$ cat config.mk
export PLATFORM = sky130hd
export DESIGN_NAME = uart_main_ctrl
export DESIGN_NICKNAME = d
export VERILOG_FILES = /design/src/uart_ctrl_pkg.sv /design/src/uart_cfg_master.sv /design/src/uart_cfg_regs.sv /design/src/uart_main_ctrl.sv /design/src/uart_rx_error.sv
export VERILOG_INCLUDE_DIRS = /design/src
export SDC_FILE = /design/constraint.sdc
export NUM_CORES = 1
export LEC_CHECK = 0
export BUFFER_PORTS_ARGS = -buffer_cell sky130_fd_sc_hd__buf_4
export CAP_MARGIN = 20
export CORE_UTILIZATION = 30
export DETAILED_ROUTE_END_ITERATION = 6
export PLACE_DENSITY = 0.62
export SYNTH_ARGS = -nofsm -noshare
export SYNTH_HDL_FRONTEND = slang
export SYNTH_SLANG_ARGS = --single-unit
$ cat constraint.sdc
create_clock -name clk_i -period 6.25 [get_ports clk_i]
set_clock_uncertainty 0.2 [all_clocks]
set_input_delay 1.875 -clock clk_i [delete_from_list [all_inputs] [get_ports clk_i]]
set_output_delay 1.875 -clock clk_i [all_outputs]
set_load 0.01 [all_outputs]
$ cat src/uart_ctrl_config.svh
// ----------------------------------------------------------
// Controller constants shared by the configuration blocks
// ACK timeout is shortened for simulation (50 ms in silicon)
// ----------------------------------------------------------

`ifndef UART_CTRL_CONFIG_SVH
`define UART_CTRL_CONFIG_SVH

// Cycles in an acknowledge wait before giving up
`define UART_ACK_TIMEOUT 200
// Request attempts before the configuration fails
`define UART_CFG_RETRIES 3
// SYN characters sent per request
`define UART_SYN_COUNT 3

// Special line characters
`define UART_SYN_BYTE 8'h16
`define UART_ACK_BYTE 8'hFF

// Standard frame: 8 data bits, no parity, one stop bit
`define UART_STD_DATA_WIDTH 2'b11
`define UART_STD_PARITY 2'b00
`define UART_STD_STOP_BITS 2'b00

`endif

$ cat src/uart_ctrl_pkg.sv
// ----------------------------------------------------------
// Types shared by the UART configuration controller
// Packet byte layout is {4'b0000, id[1:0], option[1:0]}
// ----------------------------------------------------------

package uart_ctrl_pkg;

  // Line data, one character
  typedef logic [7:0] uart_byte_t;

  // Setting code
  // Data width 00..11 = 5..8 bits
  // Parity 00 none, 01 even, 10 odd, 11 none
  // Stop bits 00 one, 01 two
  typedef logic [1:0] cfg_field_t;

  // Packet id, listed in send order
  typedef enum logic [1:0] {
    ID_DATA_WIDTH = 2'd0,
    ID_PARITY     = 2'd1,
    ID_STOP_BITS  = 2'd2,
    ID_END        = 2'd3
  } cfg_id_e;

  // Configuration FSM states, nine of them so 4 bits
  typedef enum logic [3:0] {
    ST_RESET,
    ST_MAIN,
    ST_STD_CFG,
    ST_SEND_SYN,
    ST_WAIT_SYN_TX,
    ST_WAIT_REQ_ACK,
    ST_SEND_PKT,
    ST_WAIT_PKT_TX,
    ST_WAIT_PKT_ACK
  } cfg_state_e;

endpackage : uart_ctrl_pkg

$ cat src/uart_cfg_master.sv
// ----------------------------------------------------------
// Master configuration FSM: SYN request, ACK waits, packets
// Transmitter is assumed to always accept, no back-pressure
// tx_done_i is a one-cycle pulse when the TX queue drains
// ----------------------------------------------------------

`timescale 1ns/1ps

`include "uart_ctrl_config.svh"

module uart_cfg_master import uart_ctrl_pkg::*; (
  input  logic       clk_i,
  input  logic       rst_n_i,
  input  logic       cfg_wr_i,
  input  logic       std_cfg_i,
  input  logic       cfg_req_i,
  input  logic       tx_done_i,
  input  logic       rx_empty_i,
  input  uart_byte_t rx_data_i,
  input  uart_byte_t cfg_pkt_i,
  output logic       cfg_wr_en_o,
  output logic       std_load_o,
  output logic       tx_wr_o,
  output logic       rx_rd_o,
  output logic       cfg_done_o,
  output logic       stream_mode_o,
  output logic       cfg_fail_o,
  output cfg_id_e    pkt_sel_o,
  output uart_byte_t tx_data_o
);

  localparam int TO_W  = $clog2(`UART_ACK_TIMEOUT + 1);
  localparam int SYN_W = $clog2(`UART_SYN_COUNT + 1);
  localparam int RTY_W = $clog2(`UART_CFG_RETRIES + 1);

  cfg_state_e       state_q, state_d;
  logic [TO_W-1:0]  timeout_cnt;
  logic [SYN_W-1:0] syn_cnt;
  logic [RTY_W-1:0] retry_cnt;
  logic             ack_wait;
  logic             ack_seen;
  logic             timeout;
  logic             last_syn;
  logic             last_retry;

  // ----------------------------------------------------------
  // Counters
  // ----------------------------------------------------------

  assign ack_wait   = (state_q == ST_WAIT_REQ_ACK) || (state_q == ST_WAIT_PKT_ACK);
  // Any head byte is popped, only ACK counts
  assign ack_seen   = ack_wait && !rx_empty_i && (rx_data_i == `UART_ACK_BYTE);
  assign timeout    = ack_wait && (timeout_cnt == TO_W'(`UART_ACK_TIMEOUT - 1));
  assign last_syn   = (syn_cnt == SYN_W'(`UART_SYN_COUNT - 1));
  assign last_retry = (retry_cnt == RTY_W'(`UART_CFG_RETRIES - 1));

  always_ff @(posedge clk_i) begin
    if (!rst_n_i) begin
      timeout_cnt <= '0;
      syn_cnt     <= '0;
      retry_cnt   <= '0;
      pkt_sel_o   <= ID_DATA_WIDTH;
    end else begin
      // Timeout runs only inside a wait, so it restarts on every entry
      timeout_cnt <= ack_wait ? timeout_cnt + 1'b1 : '0;
      syn_cnt     <= (state_q == ST_SEND_SYN) ? syn_cnt + 1'b1 : '0;
      if (state_q == ST_MAIN) begin
        retry_cnt <= '0;
        pkt_sel_o <= ID_DATA_WIDTH;
      end else if (state_q == ST_WAIT_REQ_ACK && timeout && !ack_seen) begin
        retry_cnt <= retry_cnt + 1'b1;
      end else if (state_q == ST_WAIT_PKT_ACK && ack_seen && pkt_sel_o != ID_END) begin
        // Step to the next packet type
        pkt_sel_o <= cfg_id_e'(pkt_sel_o + 2'd1);
      end
    end
  end

  // ----------------------------------------------------------
  // FSM
  // ----------------------------------------------------------

  always_ff @(posedge clk_i) begin
    if (!rst_n_i) begin
      state_q <= ST_RESET;
    end else begin
      state_q <= state_d;
    end
  end

  always_comb begin
    state_d    = state_q;
    cfg_fail_o = 1'b0;
    case (state_q)
      ST_RESET: state_d = ST_MAIN;
      ST_MAIN: begin
        // Request has priority over a standard load
        if (cfg_req_i) begin
          state_d = ST_SEND_SYN;
        end else if (std_cfg_i) begin
          state_d = ST_STD_CFG;
        end
      end
      ST_STD_CFG: state_d = ST_MAIN;
      ST_SEND_SYN: begin
        if (last_syn) begin
          state_d = ST_WAIT_SYN_TX;
        end
      end
      ST_WAIT_SYN_TX: begin
        if (tx_done_i) begin
          state_d = ST_WAIT_REQ_ACK;
        end
      end
      ST_WAIT_REQ_ACK: begin
        if (ack_seen) begin
          state_d = ST_SEND_PKT;
        end else if (timeout) begin
          // Retry with fresh SYNs until attempts run out
          if (last_retry) begin
            cfg_fail_o = 1'b1;
            state_d    = ST_STD_CFG;
          end else begin
            state_d = ST_SEND_SYN;
          end
        end
      end
      ST_SEND_PKT: state_d = ST_WAIT_PKT_TX;
      ST_WAIT_PKT_TX: begin
        if (tx_done_i) begin
          state_d = ST_WAIT_PKT_ACK;
        end
      end
      ST_WAIT_PKT_ACK: begin
        if (ack_seen) begin
          state_d = (pkt_sel_o == ID_END) ? ST_MAIN : ST_SEND_PKT;
        end else if (timeout) begin
          // No retry in the packet phase
          cfg_fail_o = 1'b1;
          state_d    = ST_STD_CFG;
        end
      end
      default: state_d = ST_RESET;
    endcase
  end

  // Outputs decoded from the current state
  assign cfg_wr_en_o   = cfg_wr_i && (state_q == ST_MAIN);
  assign std_load_o    = (state_q == ST_STD_CFG);
  assign cfg_done_o    = (state_q == ST_MAIN);
  assign stream_mode_o = (state_q inside {ST_SEND_SYN, ST_WAIT_SYN_TX, ST_WAIT_REQ_ACK,
                                          ST_SEND_PKT, ST_WAIT_PKT_TX, ST_WAIT_PKT_ACK});
  assign tx_wr_o       = (state_q == ST_SEND_SYN) || (state_q == ST_SEND_PKT);
  assign tx_data_o     = (state_q == ST_SEND_PKT) ? cfg_pkt_i : `UART_SYN_BYTE;
  assign rx_rd_o       = ack_wait && !rx_empty_i;

  // Pops only happen on a non-empty FIFO
  assert property (@(posedge clk_i) disable iff (!rst_n_i) rx_rd_o |-> !rx_empty_i)
    else $error("RX pop while FIFO empty");

  // First cycle out of reset is quiet
  assert property (@(posedge clk_i) !rst_n_i |=> !tx_wr_o)
    else $error("TX write right after reset");

  assert property (@(posedge clk_i) disable iff (!rst_n_i) !(cfg_done_o && stream_mode_o))
    else $error("Done and stream mode both high");

endmodule : uart_cfg_master

$ cat src/uart_cfg_regs.sv
// ----------------------------------------------------------
// Active frame settings and outgoing packet assembly
// CPU write and standard load must not arrive together
// ----------------------------------------------------------

`timescale 1ns/1ps

`include "uart_ctrl_config.svh"

module uart_cfg_regs import uart_ctrl_pkg::*; (
  input  logic       clk_i,
  input  logic       rst_n_i,
  input  logic       cfg_wr_en_i,
  input  logic       std_load_i,
  input  cfg_field_t data_width_i,
  input  cfg_field_t parity_i,
  input  cfg_field_t stop_bits_i,
  input  cfg_id_e    pkt_sel_i,
  output cfg_field_t data_width_o,
  output cfg_field_t parity_o,
  output cfg_field_t stop_bits_o,
  output uart_byte_t cfg_pkt_o
);

  // Setting registers, standard frame out of reset
  always_ff @(posedge clk_i) begin
    if (!rst_n_i) begin
      data_width_o <= `UART_STD_DATA_WIDTH;
      parity_o     <= `UART_STD_PARITY;
      stop_bits_o  <= `UART_STD_STOP_BITS;
    end else if (std_load_i) begin
      data_width_o <= `UART_STD_DATA_WIDTH;
      parity_o     <= `UART_STD_PARITY;
      stop_bits_o  <= `UART_STD_STOP_BITS;
    end else if (cfg_wr_en_i) begin
      data_width_o <= data_width_i;
      parity_o     <= parity_i;
      stop_bits_o  <= stop_bits_i;
    end
  end

  // Packet for the selected id, end packet carries option 00
  always_comb begin
    cfg_field_t option;
    case (pkt_sel_i)
      ID_DATA_WIDTH: option = data_width_o;
      ID_PARITY:     option = parity_o;
      ID_STOP_BITS:  option = stop_bits_o;
      default:       option = 2'b00;
    endcase
    // Upper nibble stays zero so a packet never looks like ACK
    cfg_pkt_o = {4'b0000, pkt_sel_i, option};
  end

  // Write is only taken in the main state, load only in the std state
  assert property (@(posedge clk_i) disable iff (!rst_n_i) !(cfg_wr_en_i && std_load_i))
    else $error("CPU write and standard load in the same cycle");

endmodule : uart_cfg_regs

$ cat src/uart_main_ctrl.sv
// ----------------------------------------------------------
// UART master-side configuration controller, top level
// Transmitter must always accept a write, no back-pressure
// Slave side answering is not supported
// ----------------------------------------------------------

`timescale 1ns/1ps

module uart_main_ctrl import uart_ctrl_pkg::*; (
  input  logic       clk_i,
  input  logic       rst_n_i,
  // CPU side
  input  logic       cfg_wr_i,
  input  cfg_field_t cfg_data_width_i,
  input  cfg_field_t cfg_parity_i,
  input  cfg_field_t cfg_stop_bits_i,
  input  logic       std_cfg_i,
  input  logic       cfg_req_i,
  input  logic       irq_ack_i,
  output cfg_field_t cfg_data_width_o,
  output cfg_field_t cfg_parity_o,
  output cfg_field_t cfg_stop_bits_o,
  output logic       cfg_done_o,
  output logic       stream_mode_o,
  // Transmit side
  output logic       tx_wr_o,
  output uart_byte_t tx_data_o,
  input  logic       tx_done_i,
  // Receive side
  input  logic       rx_empty_i,
  input  uart_byte_t rx_data_i,
  input  logic       rx_parity_i,
  input  logic       frame_error_i,
  input  logic       overrun_error_i,
  output logic       rx_rd_o,
  // Error flags
  output logic       parity_error_o,
  output logic       frame_error_o,
  output logic       overrun_error_o,
  output logic       config_error_o
);

  logic       cfg_wr_en;
  logic       std_load;
  logic       cfg_fail;
  cfg_id_e    pkt_sel;
  uart_byte_t cfg_pkt;

  // Setting registers and packet builder
  uart_cfg_regs uart_cfg_regs_i (
    .clk_i, .rst_n_i,
    .cfg_wr_en_i (cfg_wr_en),        .std_load_i  (std_load),
    .data_width_i(cfg_data_width_i), .parity_i    (cfg_parity_i),
    .stop_bits_i (cfg_stop_bits_i),  .pkt_sel_i   (pkt_sel),
    .data_width_o(cfg_data_width_o), .parity_o    (cfg_parity_o),
    .stop_bits_o (cfg_stop_bits_o),  .cfg_pkt_o   (cfg_pkt)
  );

  // Sequencer for request, ACK and packet exchange
  uart_cfg_master uart_cfg_master_i (
    .clk_i, .rst_n_i, .cfg_wr_i, .std_cfg_i, .cfg_req_i, .tx_done_i, .rx_empty_i,
    .rx_data_i, .cfg_pkt_i(cfg_pkt), .cfg_wr_en_o(cfg_wr_en), .std_load_o(std_load),
    .tx_wr_o, .rx_rd_o, .cfg_done_o, .stream_mode_o, .cfg_fail_o(cfg_fail),
    .pkt_sel_o(pkt_sel), .tx_data_o
  );

  // Receive errors against the active settings
  uart_rx_error uart_rx_error_i (
    .clk_i, .rst_n_i, .rx_empty_i, .rx_parity_i, .frame_error_i, .overrun_error_i,
    .cfg_fail_i(cfg_fail), .irq_ack_i, .rx_data_i,
    .data_width_i(cfg_data_width_o), .parity_i(cfg_parity_o),
    .parity_error_o, .frame_error_o, .overrun_error_o, .config_error_o
  );

endmodule : uart_main_ctrl

$ cat src/uart_rx_error.sv
// ----------------------------------------------------------
// Receive error flags and sticky configuration error
// Parity result is valid only while rx_empty_i is low
// ----------------------------------------------------------

`timescale 1ns/1ps

module uart_rx_error import uart_ctrl_pkg::*; (
  input  logic       clk_i,
  input  logic       rst_n_i,
  input  logic       rx_empty_i,
  input  logic       rx_parity_i,
  input  logic       frame_error_i,
  input  logic       overrun_error_i,
  input  logic       cfg_fail_i,
  input  logic       irq_ack_i,
  input  uart_byte_t rx_data_i,
  input  cfg_field_t data_width_i,
  input  cfg_field_t parity_i,
  output logic       parity_error_o,
  output logic       frame_error_o,
  output logic       overrun_error_o,
  output logic       config_error_o
);

  logic data_xor;

  // ----------------------------------------------------------
  // Parity check on the FIFO head
  // ----------------------------------------------------------

  always_comb begin
    // XOR over the active data bits only
    case (data_width_i)
      2'b00:   data_xor = ^rx_data_i[4:0];
      2'b01:   data_xor = ^rx_data_i[5:0];
      2'b10:   data_xor = ^rx_data_i[6:0];
      default: data_xor = ^rx_data_i;
    endcase
    case (parity_i)
      2'b01:   parity_error_o = !rx_empty_i && (rx_parity_i != data_xor);
      2'b10:   parity_error_o = !rx_empty_i && (rx_parity_i != !data_xor);
      // No parity, nothing to flag
      default: parity_error_o = 1'b0;
    endcase
  end

  assign frame_error_o   = frame_error_i;
  assign overrun_error_o = overrun_error_i;

  // Sticky config error, set beats acknowledge
  always_ff @(posedge clk_i) begin
    if (!rst_n_i) begin
      config_error_o <= 1'b0;
    end else if (cfg_fail_i) begin
      config_error_o <= 1'b1;
    end else if (irq_ack_i) begin
      config_error_o <= 1'b0;
    end
  end

  assert property (@(posedge clk_i) disable iff (!rst_n_i)
    $rose(config_error_o) |-> $past(cfg_fail_i))
    else $error("Config error raised without a failure");

endmodule : uart_rx_error
==> results.sh <==
export IMPL_drc=0
export IMPL_hold_violations=0
export IMPL_fill_cells=517
export IMPL_clkTransAtPathRegs_ns=0.09
export IMPL_grt_pass1_wl_um=5865
export IMPL_drtIter0Drc=76
export IMPL_maxCapViolCount=0
export IMPL_synth_edff_count=0
export IMPL_yosysSeqAreaShare=0.3252
export IMPL_core_sq_um=4817
export IMPL_crit_fanout=4
export IMPL_synthesis_area_sq_um=1539
export IMPL_cts_tree="yes"
export IMPL_setup_violations_final=0
export IMPL_combPwrFrac=0.372
export IMPL_num_io_pins=47
export IMPL_cts_root_buffer="clkbuf_8"
export IMPL_crit_chain="buf_4 -> ha_1 -> mux2_2 -> o22ai_1 -> a21oi_1 -> xnor2_1 -> nor3_1 -> buf_4"
export IMPL_outcome="complete, no violations"
export IMPL_yosys_warnings=0
export IMPL_hp_class="register to register"
export IMPL_async_flop_share=0
export IMPL_gr_total_overflow=0
export IMPL_ys_types=42
export IMPL_critPathArrivalTime_ns=3.22
export IMPL_ant_nets=0
export IMPL_cts_resized=0
export IMPL_pwr_share_seq=0.428
export IMPL_max_clock_freq_mhz=188.8
export IMPL_startpoint_type="input pin"
export IMPL_first_global_vias=1313
export IMPL_cp_num_buf_inv=2
export IMPL_vias=1343
export IMPL_die_w_um=73.63
export IMPL_power_internal_uw=312.8
export IMPL_h_tree_depth=1
export IMPL_hold_buffers=0
export IMPL_grt_max_degree=15
export IMPL_antennaDiodeCount=0
export IMPL_worst_pin_slew_ns=0.6682
export IMPL_powerDensity_nw_per_um2=257.2
export IMPL_place_area_sq_um=1863
export IMPL_via_per_inst=4.712
export IMPL_synthFlopType="dfxtp_1"
export IMPL_detail_route_wl_per_cell_um=12.13
export IMPL_finalMaxSlewViolations=0
export IMPL_avgSynthCellArea_sq_um=8.456
export IMPL_endpoint_kind="output pin"
export IMPL_cts_sinks=25
export IMPL_die_h_um=73.63
export IMPL_p_sw_uw=178.3
export IMPL_ys_ff_latch=25
export IMPL_switching_share=0.3631
export IMPL_max_stage_delay_ns=0.34
export IMPL_netlist_instances=182
export IMPL_pwr_share_clk=0.200
export IMPL_critical_path_required_ns=4.18
export IMPL_cp_top_family="adder cells"
export IMPL_final_util=0.3964
export IMPL_die_area_sq_um=5421
export IMPL_antenna_found_initial=0
export IMPL_crit_path_frequent_cell="buf_4"
export IMPL_wl_um=3456
export IMPL_cts_buffer_depth=2
export IMPL_ir_drop_mv=0.07500
export IMPL_fin_nets=256
export IMPL_power_uw=491.0
export IMPL_leakage_uw=0.0007922
export IMPL_final_area_sq_um=1909
export IMPL_crit_slowest_cell="ha_1"
export IMPL_dp_hpwl_um=2721
export IMPL_finalCritPeriodShare=0.8477
export IMPL_drt_first_pass_iters=5
export IMPL_port_buffers=39
export IMPL_drive_gt1_frac=0.2339
export IMPL_gp_congestion=0.8031
export IMPL_rsz0062_at_grt="no"
export IMPL_cts_buffers=3
export IMPL_tns_ns=0
export IMPL_clk_latency_ns=0.27
export IMPL_start_util=0.3195
export IMPL_post_cts_buffers=0
export IMPL_crit_type="input pin to output pin"
export IMPL_syn_to_final_growth_pct=24.06
export IMPL_slew_headroom=0.5482
export IMPL_row_count=25
export IMPL_fin_crit_ns=5.298
export IMPL_grt_usage=0.1397
==> cell families after synthesis <==
group                      Yosys count  synth area share
AOI/OAI and AO/OA                   26            0.1220
xor gates and xnor gates            14           0.07968
adders and majority gates           12           0.09756
buffers and inverters               19           0.06341
DFF                                 25            0.3252
muxes                                5           0.03333
other                                1          0.002437
and+or+nand+nor                     80            0.2764
==> cell type report <==
type                            count  area [sq um]  share of cell area
Clock buffer                        3         41.29             0.02163
Clock inverter                      1         5.005            0.002621
Inverter                           10         37.54             0.01966
Multi-Input combinational cell    140         948.4              0.4967
Sequential cell                    25         500.5              0.2621
Tap cell                           67         83.83             0.04391
Timing Repair Buffer               39         292.8              0.1533
==> sequential cells by signal, indices dropped and copies added (netlist names) <==
name and flops:
uart_cfg_master_i.syn_cnt 2, uart_rx_error_i.config_error_o 1, uart_cfg_regs_i.parity_o 2, uart_cfg_master_i.retry_cnt 2, uart_cfg_regs_i.stop_bits_o 2, uart_cfg_master_i.timeout_cnt 8, uart_cfg_master_i.pkt_sel_o 2, uart_cfg_regs_i.data_width_o 2
uart_cfg_master_i.state_q 4
==> path summary, 6_finish.rpt <==
| check | end | cells after the start | from | slack [ns] |
|---|---|---|---|---|
| setup / recovery | parity_error_o | 8 | rx_data_i[4] | 0.95 |
| hold / removal | uart_cfg_master_i.syn_cnt[0]$_SDFF_PN0_ | 1 | uart_cfg_master_i.syn_cnt[0]$_SDFF_PN0_ | 0.22 |
| setup reg to reg | uart_cfg_master_i.state_q[0]$_SDFFE_PN0P_ | 6 | uart_cfg_master_i.timeout_cnt[0]$_SDFF_PN0_ | 3.97 |
| hold reg to reg | uart_cfg_master_i.syn_cnt[0]$_SDFF_PN0_ | 1 | uart_cfg_master_i.syn_cnt[0]$_SDFF_PN0_ | 0.22 |
==> metal layers <==
metal  track usage  share of wire  vias to the layer above
met3       0.01646          0.025                        4
met1        0.1717           0.46                      626
li1              -              -                      696
met2        0.2477           0.50                       17
met5             0              0                        -
met4       0.05342          0.013                        0
==> synthesized netlist by cell type (2+ instances only) <==
cell type,n,share of area
a21oi_1,10,0.033
a222oi_1,2,0.013
and3_1,2,0.0081
buf_2,3,0.0098
buf_4,6,0.029
dfxtp_1,25,0.33
ha_1,12,0.098
inv_1,9,0.022
mux2i_1,4,0.026
nand2_1,15,0.037
nand2b_1,6,0.024
nand3_1,14,0.046
nand3b_1,3,0.015
nor2_1,21,0.051
nor2b_1,3,0.012
nor3_1,3,0.0098
o21ai_0,6,0.020
or2_2,2,0.0081
xnor2_1,7,0.040
xor2_1,7,0.040
==> worst reg2reg max path: stages, from the launching register on <==
cell,delay (ns)
dfxtp_1,0.39
ha_1,0.24
nand4_1,0.15
or4_4,0.46
a311oi_4,0.45
o21ai_0,0.18
a21oi_1,0.14
==> power by group through the flow <==
stage | sequential (uW) | clock [uW] | combinational, uW
finish | 210 | 98.3 | 183
floorplan | 195 | 0 | 140
detailed placement | 213 | 0 | 182
global placement | 213 | 0 | 182
global route | 215 | 108 | 202
CTS | 209 | 102 | 184
==> placed cells by master, fill, tap and decap left out, types with 3 or more instances in the layout <==
master    instances
a21oi_1          10
buf_4            39
clkbuf_8          3
conb_1            3
dfxtp_1          25
ha_1             12
inv_1             9
mux2i_1           4
nand2_1          15
nand2b_1          6
nand3_1          14
nand3b_1          3
nor2_1           21
nor2b_1           3
nor3_1            3
o21ai_0           6
xnor2_1           7
xor2_1            7
==> stage by stage <==
stage          std cells  hold slack (ns)  setup WS (ns)
2_1_floorplan        184           0.1898          1.123
3_3_place_gp         281           0.2009         0.9637
3_5_place_dp         281           0.2112         0.9467
4_1_cts              285           0.2247         0.9418
5_1_grt              285           0.2461         0.8056
6_report             285           0.2214         0.9522
Power figures use the tool's default switching activity.
